==> config.mk <==
export PLATFORM = sky130hd
export DESIGN_NAME = sfp_port_ctrl_top
export DESIGN_NICKNAME = d
export VERILOG_FILES = /design/src/design/phy_reset_pkg.sv /design/src/design/send_sched_pkg.sv /design/src/design/send_phase_if.sv /design/src/design/phy_reset_seq.sv /design/src/design/send_period_timer.sv /design/src/design/send_channel.sv /design/src/design/heartbeat_divider.sv /design/src/design/sfp_port_ctrl_top.sv
export SDC_FILE = /design/constraint.sdc
export NUM_CORES = 1
export LEC_CHECK = 0
export ABC_AREA = 1
export BUFFER_PORTS_ARGS = -buffer_cell sky130_fd_sc_hd__buf_2
export CORE_AREA = 2 2 118 120
export CTS_CLUSTER_DIAMETER = 150
export DETAILED_ROUTE_END_ITERATION = 12
export DIE_AREA = 0 0 120 122
export PLACE_DENSITY = 0.71
export SLEW_MARGIN = 30
export SYNTH_ARGS = -nofsm -noshare
export SYNTH_HDL_FRONTEND = slang
export SYNTH_HIERARCHICAL = 1
export SYNTH_SLANG_ARGS = --single-unit
export TNS_END_PERCENT = 5
==> constraint.sdc <==
create_clock -name clk_50_pll -period 3.45 [get_ports clk_50_pll]
set_clock_uncertainty 0.2 [all_clocks]
set_input_delay 0 -clock clk_50_pll [delete_from_list [all_inputs] [get_ports clk_50_pll]]
set_output_delay 0 -clock clk_50_pll [all_outputs]
set_load 0.02 [all_outputs]
==> src/design/phy_reset_pkg.sv <==
// transceiver reset sequencer types and delay defaults, shared by the sequencer and its checks
package phy_reset_pkg;

    // sequencer walks these in order, one reset stage released per state
    typedef enum logic [2:0]
    {
        ST_HOLD,        // everything held in reset
        ST_TX_CAL,      // tx analog released, waiting for tx calibration
        ST_TX_DIG,      // tx settling delay
        ST_RX_CAL,      // waiting for rx calibration
        ST_RX_LOCK,     // waiting for stable lock to data
        ST_RUN          // link up
    } reset_state_t;

    // settling delay counter
    typedef logic [15:0] delay_count_t;

    // board defaults at 50 MHz
    localparam delay_count_t DEF_TX_DIG_DELAY  = 16'd100;
    localparam delay_count_t DEF_RX_LOCK_DELAY = 16'd1000;

endpackage

==> src/design/send_sched_pkg.sv <==
// send scheduler counter type and default period and window constants for the top level
package send_sched_pkg;

    // period counter and its compare points
    typedef logic [31:0] send_count_t;

    // ------------------------------------------------------------------------
    // board defaults at 50 MHz
    // ------------------------------------------------------------------------

    // channel 1 window opens about every two seconds
    localparam send_count_t DEF_PERIOD_1  = 32'd100_000_000;

    // channel 2 window lands later in the same period
    localparam send_count_t DEF_PERIOD_2  = 32'd117_000_000;

    // window length in counting cycles
    localparam send_count_t DEF_BURST_LEN = 32'd3;

    // idle gap after channel 2 before the counter wraps
    localparam send_count_t DEF_WRAP_GAP  = 32'd10;

endpackage

==> src/design/send_phase_if.sv <==
// per-channel window strobes and qualifiers, driven by the period timer and read by one channel
`timescale 1ns/1ps

interface send_phase_if;

    logic run;          // link ready qualifier, registered
    logic host_send;    // registered host request
    logic burst_start;  // one-cycle pulse, window opens
    logic burst_end;    // one-cycle pulse, window closes

    // timer side drives everything
    modport timer (output run, output host_send, output burst_start, output burst_end);

    // channel side only listens
    modport channel (input run, input host_send, input burst_start, input burst_end);

endinterface

==> src/design/phy_reset_seq.sv <==
// transceiver reset sequencer; releases tx then rx resets in order and reports tx_ready/rx_ready
`timescale 1ns/1ps

module phy_reset_seq #(
    parameter phy_reset_pkg::delay_count_t TX_DIG_DELAY  = phy_reset_pkg::DEF_TX_DIG_DELAY,
    parameter phy_reset_pkg::delay_count_t RX_LOCK_DELAY = phy_reset_pkg::DEF_RX_LOCK_DELAY
)
(
    input  logic clk_50_pll,
    input  logic main_reset,

    input  logic tx_cal_busy,
    input  logic rx_cal_busy,
    input  logic rx_locked_to_data,

    output logic tx_analogreset,
    output logic tx_digitalreset,
    output logic rx_analogreset,
    output logic rx_digitalreset,
    output logic tx_ready,
    output logic rx_ready
);

    // last count of each settling delay
    localparam phy_reset_pkg::delay_count_t TX_DIG_LAST  = TX_DIG_DELAY - 16'd1;
    localparam phy_reset_pkg::delay_count_t RX_LOCK_LAST = RX_LOCK_DELAY - 16'd1;

    phy_reset_pkg::reset_state_t state;
    phy_reset_pkg::delay_count_t delay_cnt;

    // ------------------------------------------------------------------------
    // sequencer, outputs registered so the transceiver never sees a glitch
    // ------------------------------------------------------------------------
    always_ff @(posedge clk_50_pll, posedge main_reset)
    begin
        if (main_reset)
        begin
            state           <= phy_reset_pkg::ST_HOLD;
            delay_cnt       <= '0;
            tx_analogreset  <= 1'b1;
            tx_digitalreset <= 1'b1;
            rx_analogreset  <= 1'b1;
            rx_digitalreset <= 1'b1;
            tx_ready        <= 1'b0;
            rx_ready        <= 1'b0;
        end
        else
        begin
            case (state)
                phy_reset_pkg::ST_HOLD:
                begin
                    tx_analogreset <= 1'b0;     // first edge after release
                    state          <= phy_reset_pkg::ST_TX_CAL;
                end
                phy_reset_pkg::ST_TX_CAL:
                begin
                    if (!tx_cal_busy)
                    begin
                        delay_cnt <= '0;
                        state     <= phy_reset_pkg::ST_TX_DIG;
                    end
                end
                phy_reset_pkg::ST_TX_DIG:
                begin
                    if (delay_cnt == TX_DIG_LAST)
                    begin
                        tx_digitalreset <= 1'b0;
                        tx_ready        <= 1'b1;
                        state           <= phy_reset_pkg::ST_RX_CAL;
                    end
                    else
                    begin
                        delay_cnt <= delay_cnt + 16'd1;
                    end
                end
                phy_reset_pkg::ST_RX_CAL:
                begin
                    if (!rx_cal_busy)
                    begin
                        rx_analogreset <= 1'b0;
                        delay_cnt      <= '0;
                        state          <= phy_reset_pkg::ST_RX_LOCK;
                    end
                end
                phy_reset_pkg::ST_RX_LOCK:
                begin
                    if (!rx_locked_to_data)
                        delay_cnt <= '0;        // lock must be consecutive
                    else if (delay_cnt == RX_LOCK_LAST)
                    begin
                        rx_digitalreset <= 1'b0;
                        rx_ready        <= 1'b1;
                        state           <= phy_reset_pkg::ST_RUN;
                    end
                    else
                        delay_cnt <= delay_cnt + 16'd1;
                end
                phy_reset_pkg::ST_RUN:
                begin
                    // lost lock, back to rx digital reset and count again
                    if (!rx_locked_to_data)
                    begin
                        rx_digitalreset <= 1'b1;
                        rx_ready        <= 1'b0;
                        delay_cnt       <= '0;
                        state           <= phy_reset_pkg::ST_RX_LOCK;
                    end
                end
                default:
                begin
                    state <= phy_reset_pkg::ST_HOLD;
                end
            endcase
        end
    end

endmodule

==> src/design/send_period_timer.sv <==
// shared send period counter; decodes window strobes for both channels and wraps each period
`timescale 1ns/1ps

module send_period_timer #(
    parameter send_sched_pkg::send_count_t PERIOD_1  = send_sched_pkg::DEF_PERIOD_1,
    parameter send_sched_pkg::send_count_t PERIOD_2  = send_sched_pkg::DEF_PERIOD_2,
    parameter send_sched_pkg::send_count_t BURST_LEN = send_sched_pkg::DEF_BURST_LEN,
    parameter send_sched_pkg::send_count_t WRAP_GAP  = send_sched_pkg::DEF_WRAP_GAP
)
(
    input  logic        clk_50_pll,
    input  logic        main_reset,

    input  logic        mac_inited,
    input  logic        rx_ready,
    input  logic        host_send,

    send_phase_if.timer phase_1,
    send_phase_if.timer phase_2
);

    // compare points beyond the two window starts
    localparam send_sched_pkg::send_count_t END_1   = PERIOD_1 + BURST_LEN;
    localparam send_sched_pkg::send_count_t END_2   = PERIOD_2 + BURST_LEN;
    localparam send_sched_pkg::send_count_t WRAP_AT = PERIOD_2 + WRAP_GAP;

    logic                        run_q;
    logic                        host_q;
    logic                        counting;
    send_sched_pkg::send_count_t period_cnt;

    assign counting = run_q & host_q;

    // input qualifiers, one cycle behind the pins
    always_ff @(posedge clk_50_pll, posedge main_reset)
    begin
        if (main_reset)
        begin
            run_q  <= 1'b0;
            host_q <= 1'b0;
        end
        else
        begin
            run_q  <= mac_inited & rx_ready;
            host_q <= host_send;
        end
    end

    // ------------------------------------------------------------------------
    // period counter and strobe decode
    // ------------------------------------------------------------------------
    always_ff @(posedge clk_50_pll, posedge main_reset)
    begin
        if (main_reset)
        begin
            period_cnt          <= '0;
            phase_1.burst_start <= 1'b0;
            phase_1.burst_end   <= 1'b0;
            phase_2.burst_start <= 1'b0;
            phase_2.burst_end   <= 1'b0;
        end
        else
        begin
            if (counting)
                period_cnt <= (period_cnt == WRAP_AT) ? '0 : period_cnt + 32'd1;

            // strobes only on a counting cycle, so each fires once per period
            phase_1.burst_start <= counting && (period_cnt == PERIOD_1);
            phase_1.burst_end   <= counting && (period_cnt == END_1);
            phase_2.burst_start <= counting && (period_cnt == PERIOD_2);
            phase_2.burst_end   <= counting && (period_cnt == END_2);
        end
    end

    assign phase_1.run       = run_q;
    assign phase_1.host_send = host_q;
    assign phase_2.run       = run_q;
    assign phase_2.host_send = host_q;

endmodule

==> src/design/send_channel.sv <==
// send command generator for one channel; window strobes in, command level out, optional echo
`timescale 1ns/1ps

module send_channel #(
    parameter bit ECHO_EN = 1'b0    // resend while a received packet is stored
)
(
    input  logic          clk_50_pll,
    input  logic          main_reset,

    send_phase_if.channel phase,

    input  logic          data_saved,
    output logic          cmd_send
);

    logic echo_req;

    // echo only matters when the host is idle
    assign echo_req = ECHO_EN && data_saved;

    // ------------------------------------------------------------------------
    // command level, no acknowledge from the mac
    // ------------------------------------------------------------------------
    always_ff @(posedge clk_50_pll, posedge main_reset)
    begin
        if (main_reset)
        begin
            cmd_send <= 1'b0;
        end
        else if (phase.run)             // link down, hold whatever we had
        begin
            if (phase.host_send)
            begin
                if (phase.burst_start)
                    cmd_send <= 1'b1;
                else if (phase.burst_end)
                    cmd_send <= 1'b0;
            end
            else
            begin
                cmd_send <= echo_req;   // host idle
            end
        end
    end

endmodule

==> src/design/heartbeat_divider.sv <==
// heartbeat for the health led; toggles every BLINK_DIVIDE clocks to show clock and reset alive
`timescale 1ns/1ps

module heartbeat_divider #(
    parameter int unsigned BLINK_DIVIDE = 25_000_000
)
(
    input  logic clk_50_pll,
    input  logic main_reset,
    output logic blink_led
);

    localparam int unsigned CNT_W = $clog2(BLINK_DIVIDE);
    localparam logic [CNT_W-1:0] DIV_LAST = CNT_W'(BLINK_DIVIDE - 1);

    logic [CNT_W-1:0] div_cnt;

    always_ff @(posedge clk_50_pll, posedge main_reset)
    begin
        if (main_reset)
        begin
            div_cnt   <= '0;
            blink_led <= 1'b0;
        end
        else if (div_cnt == DIV_LAST)
        begin
            div_cnt   <= '0;
            blink_led <= ~blink_led;
        end
        else
            div_cnt <= div_cnt + 1'b1;
    end

endmodule

==> src/design/sfp_port_ctrl_top.sv <==
// board control top level for the sfp/sgmii test; phy reset order, send scheduling and leds
`timescale 1ns/1ps

module sfp_port_ctrl_top #(
    parameter send_sched_pkg::send_count_t PERIOD_1      = send_sched_pkg::DEF_PERIOD_1,
    parameter send_sched_pkg::send_count_t PERIOD_2      = send_sched_pkg::DEF_PERIOD_2,
    parameter send_sched_pkg::send_count_t BURST_LEN     = send_sched_pkg::DEF_BURST_LEN,
    parameter send_sched_pkg::send_count_t WRAP_GAP      = send_sched_pkg::DEF_WRAP_GAP,
    parameter phy_reset_pkg::delay_count_t TX_DIG_DELAY  = phy_reset_pkg::DEF_TX_DIG_DELAY,
    parameter phy_reset_pkg::delay_count_t RX_LOCK_DELAY = phy_reset_pkg::DEF_RX_LOCK_DELAY,
    parameter int unsigned                 BLINK_DIVIDE  = 25_000_000
)
(
    input  logic clk_50_pll,
    input  logic main_reset,

    input  logic mac_inited,
    input  logic host_send,         // host asks for periodic sends
    input  logic data_saved_2,      // channel 2 holds a received packet

    input  logic tx_cal_busy,
    input  logic rx_cal_busy,
    input  logic rx_locked_to_data,
    input  logic rx_locked_to_ref,

    output logic tx_analogreset,
    output logic tx_digitalreset,
    output logic rx_analogreset,
    output logic rx_digitalreset,
    output logic tx_ready,
    output logic rx_ready,

    output logic cmd_send_1,
    output logic cmd_send_2,

    output logic blink_led,
    output logic sfp_txflt_led,
    output logic sfp_rlos_led,
    output logic sfp_prsn_led
);

    send_phase_if phase_1 ();
    send_phase_if phase_2 ();

    // ------------------------------------------------------------------------
    // transceiver reset order
    // ------------------------------------------------------------------------
    phy_reset_seq #(
        .TX_DIG_DELAY       (TX_DIG_DELAY),
        .RX_LOCK_DELAY      (RX_LOCK_DELAY)
    ) phy_reset_seq_i (
        .clk_50_pll         (clk_50_pll),
        .main_reset         (main_reset),
        .tx_cal_busy        (tx_cal_busy),
        .rx_cal_busy        (rx_cal_busy),
        .rx_locked_to_data  (rx_locked_to_data),
        .tx_analogreset     (tx_analogreset),
        .tx_digitalreset    (tx_digitalreset),
        .rx_analogreset     (rx_analogreset),
        .rx_digitalreset    (rx_digitalreset),
        .tx_ready           (tx_ready),
        .rx_ready           (rx_ready)
    );

    // ------------------------------------------------------------------------
    // send scheduling, one shared timer and two channels
    // ------------------------------------------------------------------------
    send_period_timer #(
        .PERIOD_1   (PERIOD_1),
        .PERIOD_2   (PERIOD_2),
        .BURST_LEN  (BURST_LEN),
        .WRAP_GAP   (WRAP_GAP)
    ) send_period_timer_i (
        .clk_50_pll (clk_50_pll),
        .main_reset (main_reset),
        .mac_inited (mac_inited),
        .rx_ready   (rx_ready),
        .host_send  (host_send),
        .phase_1    (phase_1.timer),
        .phase_2    (phase_2.timer)
    );

    send_channel #(.ECHO_EN(1'b0)) send_channel_1_i (
        .clk_50_pll (clk_50_pll),
        .main_reset (main_reset),
        .phase      (phase_1.channel),
        .data_saved (1'b0),             // channel 1 has no echo path
        .cmd_send   (cmd_send_1)
    );

    send_channel #(.ECHO_EN(1'b1)) send_channel_2_i (
        .clk_50_pll (clk_50_pll),
        .main_reset (main_reset),
        .phase      (phase_2.channel),
        .data_saved (data_saved_2),
        .cmd_send   (cmd_send_2)
    );

    heartbeat_divider #(.BLINK_DIVIDE(BLINK_DIVIDE)) heartbeat_divider_i (
        .clk_50_pll (clk_50_pll),
        .main_reset (main_reset),
        .blink_led  (blink_led)
    );

    // status leds straight from the link state
    assign sfp_txflt_led = mac_inited;
    assign sfp_rlos_led  = rx_ready;
    assign sfp_prsn_led  = rx_locked_to_ref;

endmodule

==> summary.txt <==
Net Count, Synth - 877
max incr delay on CP - 0.43 ns
CP cell instances - nand2_2 > inv_1 > nand3_2 > nor2_4 > nand2_1 > xor2_1
first-pass GRT wire length - 22,600 um
die area - 14,600 um^2
critical path type - reg2reg
P per Cell Area - 319 nW/um^2
grt ovf - 0
H-tree Lvls - 3
WP data required - 3.48 ns
fin crit period - 1.89 ns
CTS buffer count - 9
ratio of cells with drive above 1 in the final layout - 11.5%
clk_lat worst skew - 0.35 ns
Routed WL - 12,700 um
# IOs - 21
final hold slack - 0.108 ns
Antenna diodes - 0
Placement Rows - 43
crit path launch type - register
clk slew on worst S/H paths - 0.06 ns
crit share post-route - 54.8%
vias in the first global route - 4,839
crit end category - register
clk root buf - clkbuf_16
area delta synth->final - 10.5%
Post-CTS Resized - 0
Initial DRC Count - 392
Lkg Pwr - 3.30 nW
RePlAce Congestion - 0.910
maximum clock rate - 529 MHz
status - finished, final reports clean
Crit Path Max Fanout - 14
DRC - 0
drt via density - 4.86
max-slew violations - 0
Clock Sinks - 91
CP top delay family - simple AND/OR/NAND/NOR gates
setup TNS - 0 ns
Die X - 120 um
GR met1 Demand/Resource - 26.2%
yosys warns - 6
CP bufs+invs - 1
CTS max path bufs - 2
Final Power - 2.10 mW
number of port buffers - 18
nets - 904
total number of vias - 5,225
DPL Wire Length - 9480 um
Cell Area, Synth - 5940 um^2
initial antenna violation count - 0
antenna-violating nets left - 0
Slew HR - 62.8%
global routing usage on met2 - 30.1%
Syn Area/Cell - 6.89 um^2
Worst VDD drop - 238 uV
CTS tree - yes
worst hold-check path type - in2async
Initial Util - 44.0%
GRT busiest layer - met2
fill count - 1,331
RSZ-0062 raised after global routing - false
final hold violations - 0
slowest stage cell, crit path - dfrtp_1
Syn Inst Count - 863
Setup-failing EPs final - 0
Total GRT Usage - 19.0%
DR pass1 iterations - 7
Max Cap Viol - 0
CP arrival - 1.92 ns
measured slew at the worst slew-check pin - 0.557 ns
Die H - 122 um
Avg WL per Cell - 11.8 um
met3 Track Usage GR - 3.79%
core area - 13,500 um^2
R2R setup slack - 1.56 ns
pin count of the biggest net entering global routing - 39
## state kept, by name, indices dropped and copies added (netlist names)
signal	cells
heartbeat_divider_i/div_cnt	25
send_period_timer_i/phase_2.burst_end	1
heartbeat_divider_i/blink_led	1
phy_reset_seq_i/rx_analogreset	1
phy_reset_seq_i/rx_digitalreset	1
phy_reset_seq_i/delay_cnt	16
send_period_timer_i/phase_1.run	1
send_period_timer_i/phase_2.burst_start	1
send_channel_2_i/cmd_send	1
phy_reset_seq_i/state	3
send_period_timer_i/phase_1.host_send	1
send_period_timer_i/phase_1.burst_end	1
phy_reset_seq_i/rx_ready	1
phy_reset_seq_i/tx_ready	1
send_period_timer_i/period_cnt	32
phy_reset_seq_i/tx_digitalreset	1
send_channel_1_i/cmd_send	1
phy_reset_seq_i/tx_analogreset	1
send_period_timer_i/phase_1.burst_start	1
## worst paths after layout
path / startpoint / to / depth (start not counted)
setup / recovery: send_period_timer_i/phase_1.host_send / send_period_timer_i/period_cnt[12] / 6
hold / removal: main_reset / phy_reset_seq_i/tx_ready / 3
setup reg to reg: send_period_timer_i/phase_1.host_send / send_period_timer_i/period_cnt[12] / 6
hold reg to reg: phy_reset_seq_i/tx_digitalreset / phy_reset_seq_i/tx_digitalreset / 2
max in group asynchronous: main_reset / send_channel_1_i/cmd_send / 4
min in group clk_50_pll: host_send / send_period_timer_i/phase_1.host_send / 2
## layer usage
| metal | part of all wire [%] | wire length, um |
|---|---|---|
| met4 | 1.2 | 155 |
| met3 | 4.5 | 571 |
| met5 | 0 | 0 |
| met2 | 45 | 5750 |
| met1 | 49 | 6240 |
## metrics by stage
stage	util, %	area (um^2)	std cells	worst slack [ns]
after floorplan	-	5940	863	1.77
after global placement	45.8	6180	1050	1.61
after detailed placement	45.8	6180	1050	1.58
after CTS	48.6	6570	1075	1.57
after global routing	48.6	6570	1075	1.36
final	48.6	6570	1075	1.56
## power breakdown
group	total [mW]	switching (mW)	internal (mW)
combinational	0.0418	0.0293	0.0125
sequential	1.07	0.00122	1.07
clock	0.986	0.405	0.580
total	2.10	0.436	1.66
## worst reg2reg max path: cells and delay by family (launching register included)
| kind | cells | cell delay [ns] |
|---|---|---|
| xor gates and xnor gates | 1 | 0.15 |
| and+or+nand+nor | 4 | 0.62 |
| DFF | 1 | 0.43 |
| buffers and inverters | 1 | 0.38 |
## final cells by class
type	instances	area [um^2]	area share (%)
tap	180	225	3.43
timing repair buffer	28	188	2.86
inverter	136	513	7.81
clock inverter	4	50.0	0.762
sequential	91	2280	34.8
multi-input combinational	624	3060	46.6
clock buffer	12	246	3.75
## cell usage in the layout (no fill, tap or decap), drive strengths merged
| cell type | count |
|---|---|
| a21boi | 1 |
| a21oi | 9 |
| and2 | 3 |
| buf | 19 |
| bufinv | 1 |
| clkbuf | 12 |
| clkinv | 1 |
| clkinvlp | 2 |
| dfrtp | 87 |
| dfstp | 4 |
| dlygate4sd3 | 9 |
| ha | 5 |
| inv | 136 |
| nand2 | 263 |
| nand3 | 92 |
| nand3b | 1 |
| nand4 | 16 |
| nor2 | 172 |
| nor3 | 19 |
| o211ai | 2 |
| o21a | 1 |
| o21ai | 12 |
| o21bai | 3 |
| o22ai | 1 |
| xnor2 | 1 |
| xor2 | 23 |
## what timing repair did
item	4_1_cts	5_1_grt
setup buffers	0	0
hold endpoints to repair	110	0
hold buffers	9	0
Note: power is estimated with default switching activity, not from simulation.
